==> src/include/doodle_consts.svh <==
`ifndef DOODLE_CONSTS_SVH
`define DOODLE_CONSTS_SVH

// visible screen area
`define SCREEN_X_MAX 10'd639
`define SCREEN_Y_MAX 10'd479

// sprite sizes, all half extents
`define DOODLE_SIZE 10'd6
`define PLAT_HALF_X 10'd20
`define PLAT_HALF_Y 10'd3

// vertical motion, speeds in pixels per frame
`define GRAVITY_DIV 4           // frames per gravity step
`define JUMP_SPEED  10'sd10
`define MAX_FALL    10'sd8
`define STEP_X      10'd3

// horizontal wrap
`define WRAP_MARGIN 10'd25
`define WRAP_LEFT   10'd96
`define WRAP_RIGHT  10'd543

`define SCROLL_LINE 10'd240

`define START_X 10'd330
`define START_Y 10'd300

// keyboard usage codes, each direction has two keys
`define KEY_LEFT      8'd4
`define KEY_LEFT_ALT  8'd80
`define KEY_RIGHT     8'd7
`define KEY_RIGHT_ALT 8'd79
`define KEY_START     8'd40
`define KEY_PAUSE     8'd19

`endif

==> src/design/doodle_pkg.sv <==
package doodle_pkg;

	// screen position in pixels
	typedef logic [9:0] coord_t;

	// per-frame displacement, positive is down or right
	typedef logic signed [9:0] speed_t;

	typedef enum logic [1:0]
	{
		Menu,
		Play,
		Pause,
		Scroll   // waiting for the platform generator
	} gameMode_t;

	typedef struct packed
	{
		coord_t x;   // centre
		coord_t y;
	} platform_t;

	typedef logic [11:0] score_t;

endpackage

==> src/design/modeControl.sv <==
`timescale 1ns/1ps
`include "doodle_consts.svh"

module modeControl
(
	input logic Reset,                       // frame clock
	input logic frame_clk,                   // async reset, active high
	input logic [7:0] keycode,
	input logic scrollReq,
	input logic trigger,
	output doodle_pkg::gameMode_t mode,
	output logic scrollEn
);

	logic [7:0] prevKey;
	logic pausePress;

	// the pause key is a level, only its first frame counts
	assign pausePress = (keycode == `KEY_PAUSE) && (prevKey != `KEY_PAUSE);

	// the generator sees the request for the whole scroll wait
	assign scrollEn = (mode == doodle_pkg::Scroll);

	always_ff @(posedge Reset or posedge frame_clk)
	begin
		if (frame_clk)
		begin
			mode <= doodle_pkg::Menu;
			prevKey <= 8'd0;
		end
		else
		begin
			prevKey <= keycode;
			case (mode)
				doodle_pkg::Menu:
				begin
					if (keycode == `KEY_START)
						mode <= doodle_pkg::Play;
				end
				doodle_pkg::Play:
				begin
					// physics clamps the doodle on this same edge, so scroll wins over pause
					if (scrollReq)
						mode <= doodle_pkg::Scroll;
					else if (pausePress)
						mode <= doodle_pkg::Pause;
				end
				doodle_pkg::Pause:
				begin
					if (pausePress)
						mode <= doodle_pkg::Play;
				end
				doodle_pkg::Scroll:
				begin
					if (trigger)              // generator finished shifting
						mode <= doodle_pkg::Play;
				end
				default:
					mode <= doodle_pkg::Menu;
			endcase
		end
	end

endmodule

==> src/design/platformHit.sv <==
`timescale 1ns/1ps
`include "doodle_consts.svh"

module platformHit
#(
	parameter int numPlat = 16
)
(
	input doodle_pkg::coord_t doodleX,
	input doodle_pkg::coord_t doodleY,
	input doodle_pkg::platform_t plats [numPlat],
	output logic onPlatform
);

	// horizontal reach from platform centre to doodle centre
	localparam logic [10:0] ReachX = 11'(`PLAT_HALF_X + `DOODLE_SIZE);
	localparam logic [10:0] HalfY = 11'(`PLAT_HALF_Y);

	logic [10:0] feet;
	logic [10:0] centreX;
	logic [10:0] platX;
	logic [10:0] platY;

	// one extra bit so no sum wraps
	assign feet = 11'(doodleY) + 11'(`DOODLE_SIZE);
	assign centreX = 11'(doodleX);

	always_comb
	begin
		onPlatform = 1'b0;
		platX = 11'd0;
		platY = 11'd0;
		for (int i = 0; i < numPlat; i++)
		begin
			platX = 11'(plats[i].x);
			platY = 11'(plats[i].y);
			// differences are written as sums to stay unsigned
			if ((feet <= platY + HalfY) && (feet + HalfY >= platY)
				&& (platX + ReachX >= centreX) && (platX <= centreX + ReachX))
				onPlatform = 1'b1;
		end
	end

endmodule

==> src/design/doodlePhysics.sv <==
`timescale 1ns/1ps
`include "doodle_consts.svh"

module doodlePhysics
(
	input logic Reset,                       // frame clock
	input logic frame_clk,                   // async reset
	input doodle_pkg::gameMode_t mode,
	input logic [7:0] keycode,
	input logic onPlatform,
	output doodle_pkg::coord_t doodleX,
	output doodle_pkg::coord_t doodleY,
	output doodle_pkg::speed_t speedY,
	output logic scrollReq
);

	localparam int GravW = $clog2(`GRAVITY_DIV);

	logic [GravW-1:0] gravCnt;
	doodle_pkg::coord_t feetY;
	logic falling;
	logic keyLeft;
	logic keyRight;
	logic landed;

	assign feetY = doodleY + `DOODLE_SIZE;
	assign falling = (speedY > 10'sd0);
	assign landed = falling && ((feetY >= `SCREEN_Y_MAX) || onPlatform);

	assign keyLeft = (keycode == `KEY_LEFT) || (keycode == `KEY_LEFT_ALT);
	assign keyRight = (keycode == `KEY_RIGHT) || (keycode == `KEY_RIGHT_ALT);

	// rising through the scroll line with nothing to stand on
	assign scrollReq = (speedY < 10'sd0) && (doodleY <= `SCROLL_LINE) && !onPlatform;

	always_ff @(posedge Reset or posedge frame_clk)
	begin
		if (frame_clk)
		begin
			doodleX <= `START_X;
			doodleY <= `START_Y;
			speedY <= 10'sd0;
			gravCnt <= '0;
		end
		else
		begin
			case (mode)
				doodle_pkg::Menu:
				begin
					// parked at the start point until play begins
					doodleX <= `START_X;
					doodleY <= `START_Y;
					speedY <= 10'sd0;
					gravCnt <= '0;
				end
				doodle_pkg::Play:
				begin
					// horizontal, wrap has priority over steering
					if (doodleX >= `SCREEN_X_MAX - `WRAP_MARGIN)
						doodleX <= `WRAP_LEFT;
					else if (doodleX <= `WRAP_MARGIN + `DOODLE_SIZE)
						doodleX <= `WRAP_RIGHT;
					else if (keyRight)
						doodleX <= doodleX + `STEP_X;
					else if (keyLeft)
						doodleX <= doodleX - `STEP_X;

					if (scrollReq)
					begin
						// hold at the line while the platforms move down
						doodleY <= `SCROLL_LINE;
						speedY <= 10'sd0;
						gravCnt <= '0;
					end
					else
					begin
						doodleY <= doodleY + doodle_pkg::coord_t'(speedY);   // old speed
						if (landed)
						begin
							speedY <= -`JUMP_SPEED;
							gravCnt <= '0;
						end
						else if (gravCnt == GravW'(`GRAVITY_DIV - 1))
						begin
							gravCnt <= '0;
							if (speedY < `MAX_FALL)
								speedY <= speedY + 10'sd1;
						end
						else
							gravCnt <= gravCnt + 1'b1;
					end
				end
				default:
				begin
					// pause and scroll freeze everything
				end
			endcase
		end
	end

endmodule

==> src/design/scoreTracker.sv <==
`timescale 1ns/1ps
`include "doodle_consts.svh"

module scoreTracker
(
	input logic Reset,                       // frame clock
	input logic frame_clk,                   // async reset
	input doodle_pkg::gameMode_t mode,
	input doodle_pkg::coord_t doodleY,
	output doodle_pkg::score_t score
);

	doodle_pkg::coord_t bestY;   // highest point reached, smallest Y

	always_ff @(posedge Reset or posedge frame_clk)
	begin
		if (frame_clk)
		begin
			bestY <= `START_Y;
			score <= '0;
		end
		else if (mode == doodle_pkg::Menu)
		begin
			bestY <= `START_Y;
			score <= '0;
		end
		else if ((mode == doodle_pkg::Play) && (doodleY < bestY))
		begin
			score <= score + doodle_pkg::score_t'(bestY - doodleY);   // new height only
			bestY <= doodleY;
		end
	end

endmodule

==> src/design/doodleGame.sv <==
`timescale 1ns/1ps

module doodleGame
#(
	parameter int numPlat = 16
)
(
	input logic Reset,                       // frame clock
	input logic frame_clk,                   // async reset
	input logic [7:0] keycode,
	input logic trigger,                     // platform generator done
	input doodle_pkg::platform_t plats [numPlat],
	output logic scrollEn,
	output doodle_pkg::gameMode_t mode,
	output doodle_pkg::coord_t doodleX,
	output doodle_pkg::coord_t doodleY,
	output doodle_pkg::speed_t speedY,
	output doodle_pkg::score_t score
);

	logic scrollReq;
	logic onPlatform;

	modeControl modeCtl
	(
		.Reset(Reset),
		.frame_clk(frame_clk),
		.keycode(keycode),
		.scrollReq(scrollReq),
		.trigger(trigger),
		.mode(mode),
		.scrollEn(scrollEn)
	);

	platformHit #(.numPlat(numPlat)) hitTest
	(
		.doodleX(doodleX),
		.doodleY(doodleY),
		.plats(plats),
		.onPlatform(onPlatform)
	);

	doodlePhysics physics
	(
		.Reset(Reset),
		.frame_clk(frame_clk),
		.mode(mode),
		.keycode(keycode),
		.onPlatform(onPlatform),
		.doodleX(doodleX),
		.doodleY(doodleY),
		.speedY(speedY),
		.scrollReq(scrollReq)
	);

	scoreTracker scoring
	(
		.Reset(Reset),
		.frame_clk(frame_clk),
		.mode(mode),
		.doodleY(doodleY),
		.score(score)
	);

endmodule

==> config.mk <==
export PLATFORM = sky130hd
export DESIGN_NAME = doodleGame
export DESIGN_NICKNAME = d
export VERILOG_FILES = /design/src/design/doodle_pkg.sv /design/src/design/modeControl.sv /design/src/design/platformHit.sv /design/src/design/doodlePhysics.sv /design/src/design/scoreTracker.sv /design/src/design/doodleGame.sv
export VERILOG_INCLUDE_DIRS = /design/src /design/src/include
export SDC_FILE = /design/constraint.sdc
export NUM_CORES = 1
export LEC_CHECK = 0
export BUFFER_PORTS_ARGS = -buffer_cell sky130_fd_sc_hd__clkbuf_2
export CORE_AREA = 3 3 222 224
export DETAILED_ROUTE_END_ITERATION = 16
export DIE_AREA = 0 0 225 227
export GPL_ROUTABILITY_DRIVEN = 0
export PLACE_DENSITY = 0.68
export SLEW_MARGIN = 20
export SYNTH_ARGS = -nofsm -noshare
export SYNTH_HDL_FRONTEND = slang
export SYNTH_SLANG_ARGS = --single-unit
==> constraint.sdc <==
create_clock -name Reset -period 7.5 [get_ports Reset]
set_clock_uncertainty 0.1 [all_clocks]
set_input_delay 1.875 -clock Reset [delete_from_list [all_inputs] [get_ports Reset]]
set_output_delay 1.875 -clock Reset [all_outputs]
set_load 0.01 [all_outputs]
==> results.cfg <==
[logic_synthesis]
synth_cells = 2961
yosysUniqueCellTypes = 93
ys.flop_type = dfrtp_1
synth_top_cell_by_area = ha_1
synth_area_leaders = ha_1 38%, xnor2_1 8.0%, dfrtp_1 5.5%
avgSynthCellArea_um2 = 7.95
synth_top_area_share_pct = 38.3
syn-num-nets = 4016
async_flop_share_pct = 100
synthMostInstantiatedCell = ha_1
synth_area_um2 = 23600
synthTopCellsByCount = 720 x ha_1, 274 x inv_1, 240 x a21oi_1
ys_warn_count = 0
ys_seq_area_share_pct = 6.86
synth-edff-count = 0
synth-seq-cells = 64

[layout]
fillCellCount = 4331
area_growth_pct = 14.4
drive_gt1_share_pct = 14.8
final_core_util_pct = 56.7
stdcell_count = 4018
stdcell_area_um2 = 26900
nNetsFinal = 4432

[die]
fp.dieW_um = 225
die_h_um = 227
fp.dieArea_um2 = 51100
fp.coreArea_um2 = 47500
io_pins = 376
fp-row-count = 80
start_util_pct = 49.5

[timing]
fin_crit_sh_pct = 83.1
hold_ws_ns = 0.380
clock.fmax_ghz = 0.161
report.final.slew_viol_count = 0
fin_crit_ns = 6.23
rsz0062_at_grt = false
worstMarginPinSlew_ns = 1.11
finalSetupTns_ns = 0
slew_headroom_pct = 24.1
hold_viol_final = 0
finalSetupViolations = 0

[detailed_routing]
drt-pass1-iter-count = 6
drc_errors = 0
wire_per_inst_um = 21.1
num_vias = 24800
first_iter_violations = 1714
viasPerCell = 6.18
wl_um = 84800
postRouteAntennaNets = 0

[global_route]
grt_max_degree = 65
grt_first_pass_wirelength_um = 128000
grt_usage_pct = 31.7
grt_pass1_vias = 24300
grt_overflow_total = 0
antenna_found_initial = 24

[pwr]
power_density_nw_per_um2 = 93.9
p_leak_nw = 14.0
irDropWorstVdd_uv = 158

[clock_tree]
cts_buffers = 9
hold_buffers = 0
cts_resized = 0
clk_pin_slew_ns = 0.05
cts_root_buffer = clkbuf_16
cts_max_level = 3
clk_latency_ns = 0.33
cts_tree = done
cts_sinks = 64
cts_setup_buffers = 0
clk_path_buf_depth = 2

[worst_hold_path]
worstHoldPathType = reg -> reg

[flow_run]
maxCapViolations = 0

[critical_path]
required_ns = 7.61
cp_max_fo = 11
worstSetupEndpointType = flop
cp-start-kind = flop
critPathKind = reg -> reg
crit_arrival_ns = 6.34

[outcome]
status = completed

[placed_design]
port_buffers = 375
numPlacedInstances = 3981
dpl-instance-area_um2 = 26600
place_hpwl_um = 68400
per-stage QoR:
stage / worst slack [ns] / total power, W
after CTS: 1.24 / 0.00251
after global routing: 1.07 / 0.00275
final: 1.27 / 0.00253
after global placement: 1.15 / 0.00198
after floorplan: 1.39 / 0.00146
after detailed placement: 1.09 / 0.00207
cell families (layout without fill, tap and decap cells):
kind of cell             Yosys count  in the layout  share of synthesized area, %
multiplexers                       2              2                        0.0903
buffers and inverters            294            715                          4.88
adder cells (fa/ha/maj)          724            724                          38.6
AND/OR/NAND/NOR                  824            824                          17.8
AO/OA/AOI/OAI                    766            766                          21.0
flip-flops                        64             64                          6.86
other                              0             21                             0
XOR/XNOR                         287            287                          10.7
critical path, cell delays in order (launching register included):
cell and delay, ns:
dfstp_2 0.62, inv_1 0.15, ha_1 0.27, nand3b_1 0.24, or3_2 0.48, nand2_1 0.58, buf_4 0.33, ha_1 0.25
nand4_1 0.12, nor3_1 0.08, a211o_1 0.22, o22ai_1 0.48, a311o_1 0.33, nand3b_1 0.24, o221ai_1 0.16, or4b_4 0.58
nor2_2 0.44, nor2_2 0.13, a221o_1 0.31
cell usage in the layout (no fill, tap or decap), types with 50 or more instances in the layout:
cell,count
ha_1,720
o21ai_0,159
nor2_1,161
xor2_1,69
nand3_1,123
dfrtp_1,52
a21o_1,83
clkbuf_2,375
nand2_1,163
nor3_1,81
nand2b_1,50
inv_1,273
a21oi_1,240
nand4_1,94
xnor2_1,201
sequential cells by signal (all words and copies together) (netlist names):
signal / count
modeCtl.mode: 2
modeCtl.prevKey: 8
physics.doodleX: 10
physics.doodleY: 10
physics.gravCnt: 2
physics.speedY: 10
scoring.bestY: 10
scoring.score: 12
power by group:
group	switching, W	internal (W)	leakage, nW
clock	0.000150	0.000283	0.156
combinational	0.00101	0.000715	13.0
sequential	0.0000156	0.000358	0.832
final cells by class:
cell class,count,area [um2],area share [%]
well taps,615,769,2.86
inverters,275,1030,3.83
multi-input cells,2603,20900,77.6
repair buffers,424,2240,8.33
clock buffers,13,270,1.00
flip-flops and latches,64,1620,6.00
clock inverters,3,40.0,0.149
diodes,21,52.6,0.195
final timing paths:
path,startpoint,end,slack [ns],depth (start not counted)
max in group asynchronous,frame_clk,modeCtl.prevKey[2],5.06,3
min in group asynchronous,frame_clk,scoring.score[3],1.65,3
hold reg to reg,scoring.score[11],scoring.score[11],0.38,1
setup reg to reg,physics.doodleY[2],physics.speedY[7],1.27,18
setup / recovery,physics.doodleY[2],physics.speedY[7],1.27,18
hold / removal,scoring.score[11],scoring.score[11],0.38,1
routing by layer:
layer  GRT usage [%]  vias to the layer above  wire length (um)
met3            3.64                      234              5720
met4            17.0                       10              4580
met2            52.6                      940             38300
met5               0                        -                50
met1            40.7                    11700             36100
li1                -                    11900                 -
Note: power is estimated with default switching activity, not from simulation.
